**config.mk**
```make
export PLATFORM = sky130hd
export DESIGN_NAME = hart_switch
export DESIGN_NICKNAME = d
export VERILOG_FILES = /design/src/hart_cfg_pkg.sv /design/src/hart_evt_pkg.sv /design/src/hart_switch.sv
export SDC_FILE = /design/constraint.sdc
export NUM_CORES = 1
export LEC_CHECK = 0
export BUFFER_PORTS_ARGS = -buffer_cell sky130_fd_sc_hd__buf_2
export CAP_MARGIN = 20
export CORE_AREA = 2 2 39 41
export CTS_CLUSTER_SIZE = 24
export DETAILED_ROUTE_END_ITERATION = 12
export DIE_AREA = 0 0 41 43
export GPL_TIMING_DRIVEN = 1
export PLACE_DENSITY = 0.69
export SLEW_MARGIN = 20
export SYNTH_ARGS = -nofsm -noshare
export SYNTH_HDL_FRONTEND = slang
export SYNTH_SLANG_ARGS = --single-unit
```
**constraint.sdc**
```tcl
create_clock -name clk -period 2.3 [get_ports clk]
set_input_delay 0.575 -clock clk [delete_from_list [all_inputs] [get_ports clk]]
set_output_delay 0.575 -clock clk [all_outputs]
set_load 0.005 [all_outputs]
```
**src/hart_cfg_pkg.sv**
```systemverilog
// Hart configuration with state encoding, hart id type and id width helper
package hart_cfg_pkg;

    // Widest hart id for up to 8 harts
    localparam int unsigned HART_ID_MAX_W = 3;
    localparam int unsigned HART_MAX = 1 << HART_ID_MAX_W;

    typedef logic [HART_ID_MAX_W-1:0] hart_id_t;

    // Per-hart state in two bits
    typedef enum logic [1:0] {
        HART_IDLE   = 2'd0,
        HART_ACTIVE = 2'd1,
        HART_PEND   = 2'd2     // Waiting on a cache access
    } hart_state_e;

    // Id bits needed for n harts with a minimum of one
    function automatic int unsigned hid_w(input int unsigned n);
        int unsigned w;
        w = 1;
        while ((1 << w) < n) begin
            w = w + 1;
        end
        return w;
    endfunction

    // Bits needed to hold a count of 0..n
    function automatic int unsigned cnt_w(input int unsigned n);
        return hid_w(n + 1);
    endfunction

endpackage

```
**src/hart_evt_pkg.sv**
```systemverilog
// Event and control structs for ID commands, cache events and pipeline control
package hart_evt_pkg;

    import hart_cfg_pkg::*;

    // Commands issued from the ID stage
    typedef enum logic [1:0] {
        OP_NONE  = 2'd0,
        OP_START = 2'd1,
        OP_KILL  = 2'd2,
        OP_HALT  = 2'd3
    } hart_op_e;

    // 5 bits
    typedef struct packed {
        hart_op_e op;
        hart_id_t hid;          // Target hart
    } id_cmd_t;

    // One 8-bit event per cache
    typedef struct packed {
        logic     miss;         // Access missed this cycle
        hart_id_t miss_hid;
        logic     fin;          // Outstanding access done
        hart_id_t fin_hid;
    } cache_evt_t;

    // 10-bit control bundle to the pipeline
    typedef struct packed {
        logic     stall;
        logic     ic_flush;
        hart_id_t ic_flush_hid;
        logic     dc_flush;
        hart_id_t dc_flush_hid;
        logic     any_idle;     // A hart can take a start
    } pipe_ctrl_t;

endpackage

```
**src/hart_switch.sv**
```systemverilog
// Stall and flush generation for the pipeline
`timescale 1ns/1ns

module hart_switch
    import hart_cfg_pkg::*;
    import hart_evt_pkg::*;
#(
    parameter int N_HARTS = 4
) (
    input  logic               clk,
    input  logic               i_rst_n,
    input  logic [N_HARTS-1:0] i_active,
    input  logic               i_any_idle,
    input  logic               i_is_branch,    // Conditional branch in ID
    input  logic               i_is_load,      // Load in ID
    input  cache_evt_t         i_ic_evt,
    input  cache_evt_t         i_dc_evt,
    output pipe_ctrl_t         o_pipe_ctrl
);

    localparam int HID_W = hid_w(N_HARTS);
    localparam int CNT_W = cnt_w(N_HARTS);

    logic [CNT_W-1:0] n_active;
    logic             stall;
    logic             hazard;

    logic             ic_flush_q;
    hart_id_t         ic_flush_hid_q;
    logic             dc_flush_q;
    hart_id_t         dc_flush_hid_q;

    always_comb begin
        n_active = '0;
        for (int i = 0; i < N_HARTS; i++) begin
            n_active = n_active + CNT_W'(i_active[i]);
        end
    end

    // A lone active hart has nothing to hide a hazard behind
    assign hazard = i_is_branch || i_is_load;
    assign stall  = (n_active == '0) || ((n_active == CNT_W'(1)) && hazard);

    // One-cycle flush after each miss and a zero id between misses
    always_ff @(posedge clk) begin
        if (!i_rst_n) begin
            ic_flush_q     <= 1'b0;
            ic_flush_hid_q <= '0;
            dc_flush_q     <= 1'b0;
            dc_flush_hid_q <= '0;
        end else begin
            ic_flush_q     <= i_ic_evt.miss;
            ic_flush_hid_q <= i_ic_evt.miss ? hart_id_t'(i_ic_evt.miss_hid[HID_W-1:0]) : '0;
            dc_flush_q     <= i_dc_evt.miss;
            dc_flush_hid_q <= i_dc_evt.miss ? hart_id_t'(i_dc_evt.miss_hid[HID_W-1:0]) : '0;
        end
    end

    always_comb begin
        o_pipe_ctrl              = '0;
        o_pipe_ctrl.stall        = stall;
        o_pipe_ctrl.ic_flush     = ic_flush_q;
        o_pipe_ctrl.ic_flush_hid = ic_flush_hid_q;
        o_pipe_ctrl.dc_flush     = dc_flush_q;
        o_pipe_ctrl.dc_flush_hid = dc_flush_hid_q;
        o_pipe_ctrl.any_idle     = i_any_idle;
    end

endmodule

```
---- Word-level counts from Yosys, hierarchy flattened ----
Cells that the tools add are included.
storage, ports and cells
  output and inout bits ................... 10
  flip-flop bits (word level) ............. 8
  word-level logic and storage cells ...... 16
  input port bits ......................... 25
cells by class
  reduce and logical (&&, ||, !) cells .... 6
  equality and inequality tests ........... 1
  $add $sub $neg .......................... 3
operators by type and width
  operator                                                          count
  2-bit AND reduction                                               2
  2-bit by 1-bit adder with 3-bit output                            1
  3-bit by 1-bit adder with 3-bit output                            1
  3-bit by 1-bit == test with 1-bit output (second input constant)  1
  3-bit logical NOT                                                 1
  1-bit by 1-bit adder with 2-bit output                            1
  1-bit logical OR                                                  2
  1-bit logical AND                                                 1

---- Longest topological paths before layout ----
  word-level depth ........................ 6
  depth in mapped cells ................... 5
  depth with buffers taken out ............ 4

---- Worst setup path before layout ----
No wires, ideal clock.
  path kind ............................... input to output
  start point ............................. input port i_active[0]
  end point ............................... output port o_pipe_ctrl[9] in the netlist's numbering
  stages on the path ...................... 5
  arrival ................................. 1,803 ps
  setup slack ............................. -78 ps
  data required time ...................... 1,725 ps
  path buffers ............................ 1
  cell sequence ........................... fa_1 -> ha_1 -> ha_1 -> a211oi_2 -> buf_4
between the ends
  word-level cells in the longest chain between the ends .. 6
  elaborated cells on any way between the ends .. 7
  classes of those cells .................. add/sub (3); eq/ne (1); reduce/logical (3)
RTL lines
  element                                     RTL line           RTL
  start: declaration                          hart_switch.sv:12  input logic [N_HARTS-1:0] i_active,
  1-bit by 1-bit adder with 2-bit output (*)  hart_switch.sv:36  n_active = n_active + CNT_W'(i_active[i]);
  2-bit by 1-bit adder with 3-bit output (*)  hart_switch.sv:36
  3-bit by 1-bit adder with 3-bit output (*)  hart_switch.sv:36
  3-bit by 1-bit == test with 1-bit output    hart_switch.sv:42  assign stall = (n_active == '0) || ((n_active == CNT_W'(1)) && hazard);
  1-bit logical AND                           hart_switch.sv:42
  1-bit logical OR (*)                        hart_switch.sv:42
  end: declaration                            hart_switch.sv:18  output pipe_ctrl_t o_pipe_ctrl
Mark *: on every way between the ends. The rest lies on a longest branch, timed or not.

==> out/qor.yml <==
outcome: "complete, but fails checks"
failed_checks: "negative setup slack"
setup_viol_count_final: 1
drive_above_1_share_pct: 61.9
grt_pass1_vias: 183
initial_utilization_pct: 19.3
viasPerCell: 3.79
post-place-cells: 55
place_ws_ns: -0.157
path_class: "input port to output pin"
drtAntennaViolNets: 0
finalMaxSlewViolations: 0
power_density_nw_per_um2: 630
htree_levels: 1
port_buffers: 20
cap_violations: 0
nets: 72
clock_path_buffers: 2
wl_per_cell_um: 8.48
grt_util_all_layers_pct: 6.02
critPathMaxFanout: 1
syn-cell-area_um2: 268
netlist_top_cells_area: "dfxtp_1 (45%), buf_4 (17%), and3_1 (9.3%)"
grt_pass1_wl_um: 655
synth_top_area_share_pct: 44.9
critPathRequiredTime_ns: 1.73
place_congestion: 0.626
report.power.total_mw: 0.246
syn_avg_cell_area_um2: 11.2
cts_tree: "built"
dieArea_um2: 1760
clock_sinks: 6
worstPathArrival_ns: 1.84
max_freq_mhz: 414
setup_ws_ns: -0.114
die_w_um: 41
hold_violations: 0
holdWs_ns: 0.569
cts_root_buf: "clkbuf_4"
post_cts_buffers: 0
startpoint_type: "input port"
syn_to_final_growth_pct: 45.8
cts_made_buffers: 3
synth_seq_area_share_pct: 44.9
antenna_cells: 0
yosys_warnings: 0
synth_cell_type_count: 9
endpoint_kind: "output pin"
post-route-drc-count: 0
fillers: 146
min_path_type: "input port to flop"
antenna_found_initial: 0
grt_overflow: 0
fp.dieH_um: 43
clkTransAtPathRegs_ns: 0.04
coreArea_um2: 1380
ir_worst_vdd_v: 0.000102
rsz0062_at_grt: "yes"
syn_inst: 24
num_rows: 14
vias: 220
final_util_pct: 28.2
drt_iter0_drc: 6
finalNonFillerCells: 58
num_io_pins: 35
ys_seq_elements: 6
p_leak_nw: 0.211
routed_wl_um: 492
firstDrtPassIters: 2
layout_min_cycle_time_ns: 2.41
grt_max_degree: 7
yosys.area.top_type: "dfxtp_1"
period_share_pct: 105
[final cells by class]
cell class	instances	area [µm²]	share of cell area, %
Tap cell	16	20.0	5.13
Sequential cell	6	120	30.8
Clock buffer	3	22.5	5.77
Timing Repair Buffer	20	106	27.2
Multi-Input combinational cell	13	121	31.1
[layer usage]
metal / up-vias / track usage (%) / part of all wire [%]
li1: 109 / - / -
met5: - / 0 / 0
met2: 21 / 8.44 / 43
met3: 0 / 3.66 / 22
met4: 0 / 6.00 / 0
met1: 90 / 5.45 / 35
[per-stage QoR]
stage | setup TNS (ns) | instance area, µm²
global route | -0.174 | 390
detailed placement | -0.157 | 362
floorplan | -0.00348 | 287
CTS | -0.125 | 390
global placement | -0.137 | 362
finish | -0.114 | 390
[registers in the layout (all words and copies together) (netlist names)]
signal,flops
ic_flush_q,1
dc_flush_hid_q,2
dc_flush_q,1
ic_flush_hid_q,2
[critical path: stages]
cell and delay [ns]:
buf_6 0.09, fa_1 0.53, ha_2 0.18, ha_4 0.19
a211oi_2 0.13, buf_2 0.14
[logic make-up after synthesis]
group	synth area share, %
AOI/OAI and AO/OA	4.67
adders and majority gates	16.8
buffers and inverters	16.8
DFF	44.9
other	1.40
and+or+nand+nor	15.4
[worst paths after layout]
path,slack (ns),startpoint,cells past startpoint,endpoint
worst max-delay path,-0.11,i_active[3],6,o_pipe_ctrl[9]
worst min-delay path,0.57,i_ic_evt[7],2,ic_flush_q
[Yosys cell counts]
cell type and instances:
buf_4 6, and2_1 2, and3_1 4, conb_1 1, dfxtp_1 6, a211oi_2 1, ha_1 2, nor2_1 1
fa_1 1
[report_power, final]
part | switching [mW] | total [mW] | internal [mW]
combinational | 0.0181 | 0.0449 | 0.0268
sequential | 0.000892 | 0.110 | 0.109
clock | 0.0324 | 0.0911 | 0.0586
[repair_timing]
item	4_1_cts	5_1_grt
resized for setup	1	0
pin swaps	2	0
hold buffers	0	0
endpoints found under the setup margin	1	1
[cells in the final DEF (no fill, tap or decap)]
master	netlist	layout
buf_2	0	19
conb_1	1	2
ha_2	0	1
nor2_1	1	1
dfxtp_1	6	6
buf_6	0	1
and2_1	2	2
a211oi_2	1	1
fa_1	1	1
and3_1	4	4
ha_4	0	1
clkbuf_4	0	3
(Power assumes the default switching activity.)
