File: src/hart_cfg_pkg.sv
// Hart configuration with state encoding, hart id type and id width helper
package hart_cfg_pkg;

    // Widest hart id for up to 8 harts
    localparam int unsigned HART_ID_MAX_W = 3;
    localparam int unsigned HART_MAX = 1 << HART_ID_MAX_W;

    typedef logic [HART_ID_MAX_W-1:0] hart_id_t;

    // Per-hart state in two bits
    typedef enum logic [1:0] {
        HART_IDLE   = 2'd0,
        HART_ACTIVE = 2'd1,
        HART_PEND   = 2'd2     // Waiting on a cache access
    } hart_state_e;

    // Id bits needed for n harts with a minimum of one
    function automatic int unsigned hid_w(input int unsigned n);
        int unsigned w;
        w = 1;
        while ((1 << w) < n) begin
            w = w + 1;
        end
        return w;
    endfunction

    // Bits needed to hold a count of 0..n
    function automatic int unsigned cnt_w(input int unsigned n);
        return hid_w(n + 1);
    endfunction

endpackage

File: src/hart_evt_pkg.sv
// Event and control structs for ID commands, cache events and pipeline control
package hart_evt_pkg;

    import hart_cfg_pkg::*;

    // Commands issued from the ID stage
    typedef enum logic [1:0] {
        OP_NONE  = 2'd0,
        OP_START = 2'd1,
        OP_KILL  = 2'd2,
        OP_HALT  = 2'd3
    } hart_op_e;

    // 5 bits
    typedef struct packed {
        hart_op_e op;
        hart_id_t hid;          // Target hart
    } id_cmd_t;

    // One 8-bit event per cache
    typedef struct packed {
        logic     miss;         // Access missed this cycle
        hart_id_t miss_hid;
        logic     fin;          // Outstanding access done
        hart_id_t fin_hid;
    } cache_evt_t;

    // 10-bit control bundle to the pipeline
    typedef struct packed {
        logic     stall;
        logic     ic_flush;
        hart_id_t ic_flush_hid;
        logic     dc_flush;
        hart_id_t dc_flush_hid;
        logic     any_idle;     // A hart can take a start
    } pipe_ctrl_t;

endpackage

File: src/hart_state.sv
// Per-hart state registers with command and cache event transitions
`timescale 1ns/1ns

module hart_state
    import hart_cfg_pkg::*;
    import hart_evt_pkg::*;
#(
    parameter int N_HARTS = 4
) (
    input  logic               clk,
    input  logic               i_rst_n,

    input  id_cmd_t            i_id_cmd,
    input  cache_evt_t         i_ic_evt,
    input  cache_evt_t         i_dc_evt,
    input  hart_id_t           i_query_hid,

    output hart_state_e        o_query_state,
    output logic [N_HARTS-1:0] o_active,
    output logic [N_HARTS-1:0] o_pending,
    output logic               o_any_idle
);

    localparam int HID_W = hid_w(N_HARTS);

    hart_state_e        state_q [N_HARTS];
    logic [N_HARTS-1:0] idle_v;

    // Only the low id bits select a hart
    logic [HID_W-1:0]   cmd_hid;
    logic [HID_W-1:0]   ic_miss_hid;
    logic [HID_W-1:0]   ic_fin_hid;
    logic [HID_W-1:0]   dc_miss_hid;
    logic [HID_W-1:0]   dc_fin_hid;
    logic [HID_W-1:0]   query_hid;

    assign cmd_hid     = i_id_cmd.hid[HID_W-1:0];
    assign ic_miss_hid = i_ic_evt.miss_hid[HID_W-1:0];
    assign ic_fin_hid  = i_ic_evt.fin_hid[HID_W-1:0];
    assign dc_miss_hid = i_dc_evt.miss_hid[HID_W-1:0];
    assign dc_fin_hid  = i_dc_evt.fin_hid[HID_W-1:0];
    assign query_hid   = i_query_hid[HID_W-1:0];

    for (genvar h = 0; h < N_HARTS; h++) begin : g_hart
        logic        cmd_hit;
        logic        hit_kill;
        logic        hit_start;
        logic        hit_halt;
        logic        hit_miss;
        logic        hit_fin;
        hart_state_e st_nxt;

        assign cmd_hit   = (cmd_hid == HID_W'(h));
        assign hit_kill  = cmd_hit && (i_id_cmd.op == OP_KILL);
        assign hit_start = cmd_hit && (i_id_cmd.op == OP_START);
        assign hit_halt  = cmd_hit && (i_id_cmd.op == OP_HALT);

        // Either cache can park or release the hart
        assign hit_miss = (i_ic_evt.miss && (ic_miss_hid == HID_W'(h))) ||
                          (i_dc_evt.miss && (dc_miss_hid == HID_W'(h)));
        assign hit_fin  = (i_ic_evt.fin && (ic_fin_hid == HID_W'(h))) ||
                          (i_dc_evt.fin && (dc_fin_hid == HID_W'(h)));

        // Kill > finish > miss > start/halt
        always_comb begin
            st_nxt = state_q[h];
            if (hit_kill) begin
                st_nxt = HART_IDLE;
            end else if (hit_fin && state_q[h] == HART_PEND) begin
                st_nxt = HART_ACTIVE;
            end else if (hit_miss && state_q[h] == HART_ACTIVE) begin
                st_nxt = HART_PEND;
            end else if (hit_start && state_q[h] == HART_IDLE) begin
                st_nxt = HART_ACTIVE;
            end else if (hit_halt && state_q[h] == HART_ACTIVE) begin
                st_nxt = HART_IDLE;
            end
        end

        always_ff @(posedge clk) begin
            if (!i_rst_n) begin
                state_q[h] <= (h == 0) ? HART_ACTIVE : HART_IDLE;   // Boot on hart 0
            end else begin
                state_q[h] <= st_nxt;
            end
        end

        assign o_active[h]  = (state_q[h] == HART_ACTIVE);
        assign o_pending[h] = (state_q[h] == HART_PEND);
        assign idle_v[h]    = (state_q[h] == HART_IDLE);
    end

    assign o_any_idle    = |idle_v;
    assign o_query_state = state_q[query_hid];

endmodule

File: config.mk
export PLATFORM = sky130hd
export DESIGN_NAME = hart_state
export DESIGN_NICKNAME = d
export VERILOG_FILES = /design/src/hart_cfg_pkg.sv /design/src/hart_evt_pkg.sv /design/src/hart_state.sv
export SDC_FILE = /design/constraint.sdc
export NUM_CORES = 1
export LEC_CHECK = 0
export ABC_AREA = 0
export BUFFER_PORTS_ARGS = -buffer_cell sky130_fd_sc_hd__buf_2
export CAP_MARGIN = 20
export CORE_ASPECT_RATIO = 1.1
export CORE_MARGIN = 4
export CORE_UTILIZATION = 45
export DETAILED_ROUTE_END_ITERATION = 16
export PLACE_DENSITY = 0.8
export SLEW_MARGIN = 20
export SYNTH_ARGS = -nofsm -noshare
export SYNTH_HDL_FRONTEND = slang
export SYNTH_SLANG_ARGS = --single-unit
export TNS_END_PERCENT = 1
File: constraint.sdc
create_clock -name clk -period 3.2 [get_ports clk]
set_clock_uncertainty 0.1 [all_clocks]
set_input_delay 0.64 -clock clk [delete_from_list [all_inputs] [get_ports clk]]
set_output_delay 0.64 -clock clk [all_outputs]
set_load 0.02 [all_outputs]
# --- Word-level counts from Yosys, hierarchy flattened ---
# Memory sizes are Yosys's and may differ from the RTL's.
# Cells that the tools add are included.
word_totals:
  ramBits: 8
  regBits: 0
  mem_count: 1
  output_inout_bits: 11
  wordCells: 119
op_classes:
  n_reduce_logical: 62
  n_eq_ne: 26
  n_bitwise: 4
  n_mux: 26
memory_table:
  columns: ["memory", "depth", "width", "rd", "rd_ports_with_merged_regs", "wr", "line_no", "source"]
  rows:
  - ["state_q", 4, 2, 5, 0, 4, "hart_state.sv:26", "hart_state_e state_q [N_HARTS];"]
ops:
  columns: ["cell", "n"]
  rows:
  - ["2-bit 2-to-1 mux", 24]
  - ["1-bit logical AND", 44]
  - ["2-bit equality test (second input constant)", 16]
  - ["2-bit by 1-bit equality test with 1-bit output (second input constant)", 10]
  - ["2-bit logical NOT", 9]
  - ["1-bit logical OR", 8]
  - ["1-bit OR", 4]
  - ["4-bit OR reduction", 1]
  - ["1-bit 2-to-1 mux", 2]

# --- Depth between registers and ports, before layout ---
# Gate-level depths: netlist of the first run.
logic_depth:
  ltp_word: 9
  mapped_depth: 4

# --- Worst setup path after synthesis of the first run ---
# No wires, ideal clock.
synth_path:
  path_type: "in2out"
  from: "in i_query_hid[1]"
  to: "out o_query_state[0]"
  stages: 1
  path_buffers: 0
  arrival_time_ps: 1186
  required_time_ps: 2460
  setup_slack_ps: 1274
  path_cell_list: "mux4_2"
synth_between:
  elab_chain_cells: 1
synth_rtl:
  columns: ["item", "line_no", "source"]
  rows:
  - ["from (decl)", "hart_state.sv:16", "input hart_id_t i_query_hid,"]
  - ["memory 4 x 2 bit", null, null]
  - ["to (decl)", "hart_state.sv:18", "output hart_state_e o_query_state,"]
# Every way passes these cells.

# --- Final worst setup path of the first run ---
layout_path:
  from: "in i_query_hid[0]"
  to: "out o_query_state[1]"
# The elaborated chain is that of the path after synthesis.

==> results of run 1 <==
==> cell type report <==
| class | instances | area, um2 | share of cell area, % |
|---|---|---|---|
| flip-flops and latches | 8 | 160 | 17.7 |
| clock buffers | 3 | 22.5 | 2.48 |
| repair buffers | 30 | 150 | 16.6 |
| multi-input cells | 78 | 517 | 57.0 |
| well taps | 16 | 20.0 | 2.21 |
| inverters | 10 | 37.5 | 4.14 |
==> per-stage QoR <==
stage / power (mW) / cell area [um2] / setup WS, ps / hold WS (ps)
2_1_floorplan: 0.155 / 714 / 1270 / 367
3_3_place_gp: 0.187 / 885 / 1070 / 397
3_5_place_dp: 0.189 / 885 / 1060 / 419
4_1_cts: 0.269 / 907 / 1060 / 428
5_1_grt: 0.287 / 907 / 1030 / 482
6_report: 0.267 / 907 / 1060 / 423
==> worst paths after layout <==
path / start / to / slack [ps] / cells past startpoint
worst max-delay path: i_query_hid[0] / o_query_state[1] / 1060 / 3
worst min-delay path: state_q[0][0] / state_q[0][1] / 420 / 2
worst max register to register: state_q[2][1] / state_q[2][0] / 2010 / 4
worst min register to register: state_q[0][0] / state_q[0][1] / 420 / 2
==> tightest hold or removal path, stage by stage, from the launching register on <==
cell and delay, ps:
dfxtp_1 350, inv_1 70, a21oi_1 60
==> cells in the final DEF (no fill, tap or decap), types with 4 or more instances in the layout <==
cell      instances
buf_2            30
inv_1            10
nand2b_1          8
nand2_1           8
dfxtp_1           8
nor2_1            7
nor2b_1           6
o221ai_1          5
a21oi_1           5
nand3_1           4
nand3b_1          4
o21ai_0           4
==> report_power, final <==
group	internal [mW]	switching [mW]	leakage (nW)
Clock	0.0431	0.0365	0.0138
Sequential	0.104	0.00706	0.0651
Combinational	0.0339	0.0430	0.379
Total	0.181	0.0865	0.458
==> routing by layer <==
layer / vias up / part of all wire (%)
met2: 43 / 50
met3: 6 / 10
met5: - / 0
met4: 0 / 1.7
li1: 429 / -
met1: 374 / 39
==> cell families after synthesis <==
logic type,share of synthesized area (%)
AOI/OAI and AO/OA,29.9
buffers and inverters,5.25
DFF,22.4
and+or+nand+nor,36.1
muxes,6.30
==> results.txt, run 1 <==
The run finished with clean final reports. The net count after synthesis is ~120. On the critical path, the stage with the largest delay is an instance of mux4_2. The core utilization of the finished layout is 63.2%. The aggregate global routing overflow came out at 0. The congestion estimate from routability-driven global placement came to 0.845.

In this run the tightest slew margin relative to its limit is 80.3%. The site row count is 14. The count of final hold-check violations was 0. By count the netlist is led by inv_1 (10), dfxtp_1 (8), nand2_1 (8), nand2b_1 (8), nor2_1 (7). The transition time at the pin with the least slew margin came out at ~290 ps. 37 I/O pins were placed. The largest registers in the layout are state_q (8). In this design, the critical path's most frequently occurring cell is buf_2.

The post-cts hold buffer count came out at 0. The worst-path maximum fanout is 2. The ratio of cells with drive above 1 in the final layout came out at 30.2%. The post-route clock period utilization is between 60% and 70%. The dominant delay contributor by cell family on the critical path is multiplexers.

Setup repair after global routing left no endpoint under its margin. The fraction of post-synthesis cell area in the top cell type by area is about 22%. The number of antenna repair diodes is 0.

TritonCTS built the clock tree. The number of sinks driven by the clock tree is 8. The number of buffers added on ports is 30. The signal on the critical path passes through buf_2, mux4_2, buf_2. The starting density of the core is about 50%.

Fill cells in the final layout number between 100 and 150. Ranked by total cell area, the synthesized netlist is headed by dfxtp_1 (22%), nand2b_1 (7.0%), mux4_2 (6.3%). The number of setup violations in the final report came out at 0. The finished layout holds approximately 150 standard cells, fillers aside. Ranked by flip-flop count, first place goes to state_q. The total of cells resized after clock tree synthesis came out at 0. The total via count in the routed design came out at 852. The aggregate global-route resource usage came out at a little under a fifth. The largest stage delay on the critical path came out at between 400 and 500 ps.

The signal arrival time at the worst endpoint came out at between 1000 and 1500 ps. The cell sitting at the root of the clock tree is a clkbuf_4. The DRC violation count after routing came out at 0. The kind of end point of the critical path is an output pin. The sum of buffers and inverters on the critical path came out at 2. The level count of the clock H-tree is 1. The largest net degree at the start of global routing came out at 9. The path class of the tightest hold or removal check is flop to flop. The cell type with the largest total area after synthesis is dfxtp_1. The final wirelength came out at 1920 um.

The leakage component of the power came out at roughly 0.46 nW. The flip-flop count of the largest register after layout is 8. The later pin in the worst-skew pair is clocked with a latency of approximately 260 ps.

The sequential share of the synthesized area is roughly 22%. The gate count of the mapped netlist came out at 96. The met1 routing resource usage after global routing came out at 23.3%. The setup path with the least slack is of type input pin to output pin. After detailed routing, the average wire length per cell comes to about 13 um.

The via count of the first global-routing pass came out at a little under 800. The final net count came out at approximately 160. The placeable core region came out at 0.00144 mm2. The layout overhead on the synthesized area is 27.0%. STA puts the critical path data required time at 2460 ps. The number of clock buffers inserted by TritonCTS came out at 3.

The clock-pin transition on the worst setup and hold timing paths came out at about 60 ps. The first routing iteration left 47 violations. STA classifies the critical path startpoint as an input pin. The number of antenna violations at the first check in global routing is 0.

The peak supply drop came out at between 150 and 200 uV. The cell area after technology mapping came out at approximately 710 um2. Once placement completed, the tool counted placed cells totaling roughly 140. Before antenna repair, the detailed router went through 4 iterations. In the global route stage, met2 resource usage came out at roughly 30%. Of all flip-flops after synthesis, the portion carrying an async set or reset was 0%. The final critical delay including setup and external delays came out at around 2100 ps. The post-synthesis cell type count is 28. The first global-routing pass estimated 3280 um of wire. The maximum buffer depth of the clock tree came out at 2. The area of the die is 0.00229 mm2. The total setup buffers inserted after CTS is 0. Dividing total power by cell area gives a power density of between 200 and 300 mW/mm2. The upper clock frequency limit is 467 MHz. The synthesized design contains 0 enable-type register cells. The total negative setup slack is 0 ps.

The floorplan die width came out at about 46 um. For this run, the leading register cell type out of synthesis is dfxtp_1. The synthesized area per cell came out at 7.44 um2.

The HPWL after detailed placement came out at between 1500 and 2000 um. The number of synthesized register bits came out at 8. The post-detailed-route via-to-cell ratio came out at 5.88. The floorplan step set the die height to ~50 um. For this run, the number of Yosys warnings is 0. inv_1 is the most common cell in the netlist. The number of pins with negative max-slew slack in the final report came out at 0.

The layer flagged by global routing as most heavily used is met2. The number of maximum-capacitance violations came out at 0. For met3 alone, demand over resource in global routing was slightly above 6%. In this run the remaining antenna-violating nets after routing total 0.
No activity file was read; power rests on OpenSTA's default activity.
==> inputs of run 2 (changes only) <==
CORE_UTILIZATION = 44   (was 45)
PLACE_DENSITY = 0.78   (was 0.8)
clock period = 2.1 ns   (was 3.2 ns; I/O delays follow)
==> results.txt, run 2 (same netlist as run 1, synthesis figures left out) <==
The transition time at the pin with the least slew margin came out at around 250 ps. The startpoint type of the worst setup path is a flop. The site row count came out at 15. The worst setup margin came out at between 300 and 400 ps. The post-detailed-route via-to-cell ratio came out at 5.64. The post-cts hold buffer count came out at 0.

The final net count came out at 157. The flow ran to the end, and the final reports show no timing, DRC or antenna violations. Ranked by flip-flop count, first place goes to state_q.

The count of final hold-check violations is 0. The via count of the first global-routing pass is 784. In this run the post-CTS setup repair buffer count came out at 0. The level count of the clock H-tree is 1.

The worst-path maximum fanout came out at 8. In the routed design, unresolved DRC markers number 0. The iteration count of the initial detailed-routing pass is 4. The aggregate global routing overflow is 0. The HPWL after detailed placement came out at between 1500 and 2000 um. In the layout the commonest cells are buf_2 (30), inv_1 (10), nand2b_1 (8), nand2_1 (8), dfxtp_1 (8). The tree is rooted in a clkbuf_4.

At the end of routability-driven placement, the weighted congestion stood at between 0.8 and 0.9. The design internal power is ~0.28 mW. The number of top-level pins came out at 37. Measured along the y axis, the die boundary spans a little over 50 um. The number of non-filler instances in the completed layout came out at between 100 and 150. The aggregate global-route resource usage is ~18%. The worst setup path is captured at an output pin.

The upper clock frequency limit came out at about 560 MHz. The switching power total came out at 0.128 mW. The post-placement worst setup slack is just over 400 ps.

The filler cell count is 148. The sequential cell area is 160 um2. Summed over all failing endpoints, the final setup total negative slack is 0 ps. The wire length per cell after detailed routing came out at about 13 um. The number of DRC violations after detailed-routing iteration 0 came out at 12. The clock network accounts for between 20 and 30% of the total power. After layout, the minimum clock period comes to around 1800 ps. The number of buffers added on ports came out at 30. The post-route clock period utilization is about 86%.

The number of antenna repair diodes came out at 0. The number of clock buffers inserted by TritonCTS came out at 3. The signal arrival time at the worst endpoint is between 1000 and 1500 ps.

The switching power as a share of total power came out at between 30% and 40%. The most frequent standard cell in the layout excluding fill and tap cells is buf_2. The path class of the tightest hold or removal check is input pin to flop. The leakage component of the power came out at 0.458 nW. The register with the most flip-flops in the layout has 8 of them. The area of the die is 0.00233 mm2. The number of maximum-capacitance violations is 0. The number of nets with antenna violations after routing came out at 0. The combinational power share is roughly 29%.

The post-route standard cell area excluding fillers came out at approximately 900 um2. The post-route worst hold slack came out at 311 ps. The peak supply drop came out at 307 uV. The first global-routing pass estimated 3130 um of wire. The largest registers in the layout are state_q (8).

The number of setup violations in the final report came out at 0. The placeable core region is about 0.0016 mm2. The power density over the cells is roughly 440 mW/mm2. The final wirelength is 1890 um.

The clock tree from TritonCTS is done. The number of sinks driven by the clock tree is 8. The required time reported for the critical path endpoint is approximately 1600 ps. The total via count in the routed design came out at just over 800.

Entering global routing, the biggest net connects 9 pins. The cell total after placement came out at ~140. The type of the worst setup path is flop to output pin.

The number of pins with negative max-slew slack in the final report was 0. Measured against its own limit, the worst slew margin works out to 83.1%. The starting density of the core is between 40 and 50%. The multi-input logic area came out at slightly above 500 um2.

Measured along the x axis, the die boundary spans 46.4 um. The ratio of cells with drive above 1 in the final layout is between 30% and 40%. The layout overhead on the synthesized area came out at 27.1%. The clock-pin transition on the worst setup and hold timing paths is roughly 50 ps.

The sequential cell fraction of total power came out at 41.8%. The number of antenna violations at the first check in global routing was 0. The maximum buffer depth of the clock tree came out at 2. The later pin in the worst-skew pair is clocked with a latency of roughly 260 ps. Setup repair after global routing left no endpoint under its margin. The total of cells resized after clock tree synthesis came out at 0.

In this run the cell area measured after placement is 886 um2.
-- run 2: cell counts in the layout (fill, tap and decap cells not counted) --
No cell type changed its count.
-- run 2: power by group through the flow --
stage               clock network, mW  logic, mW  registers [mW]
CTS                             0.124      0.116           0.169
finish                          0.118      0.116           0.169
floorplan                           0     0.0678           0.169
detailed placement                  0      0.116           0.172
global route                    0.134      0.128           0.171
global placement                    0      0.114           0.171
-- run 2: critical path, stage by stage, from the launching register on --
cell	delay (ps)
dfxtp_1	370
mux4_2	480
buf_2	170
-- run 2: cell type report --
cell class | instances | share of cell area (%)
multi-input combinational | 78 | 56.9
sequential | 8 | 17.6
timing repair buffer | 30 | 16.5
inverter | 10 | 4.13
clock buffer | 3 | 2.48
tap | 17 | 2.34
-- run 2: stage by stage --
step / power [mW] / utilization (%)
after floorplan: 0.236 / -
after global placement: 0.285 / 56.9
after detailed placement: 0.288 / 56.9
after CTS: 0.408 / 58.3
after global routing: 0.433 / 58.3
final: 0.403 / 58.3
-- run 2: path summary, 6_finish.rpt --
| kind | start | end | slack [ps] | cells past startpoint |
|---|---|---|---|---|
| worst min register to register | state_q[0][0] | state_q[0][1] | 420 | 2 |
| worst max-delay path | state_q[3][1] | o_query_state[1] | 300 | 2 |
| worst min-delay path | i_rst_n | state_q[0][0] | 310 | 2 |
| worst max register to register | state_q[2][1] | state_q[2][0] | 910 | 4 |
-- run 2: routing by layer --
metal  part of all wire, %  global-route usage (%)  wire length [um]
met2                    54                    30.3              1020
met1                    40                    21.6               764
met4                  0.58                    3.79                11
met3                   5.3                    5.73               100
met5                     0                       0                 0
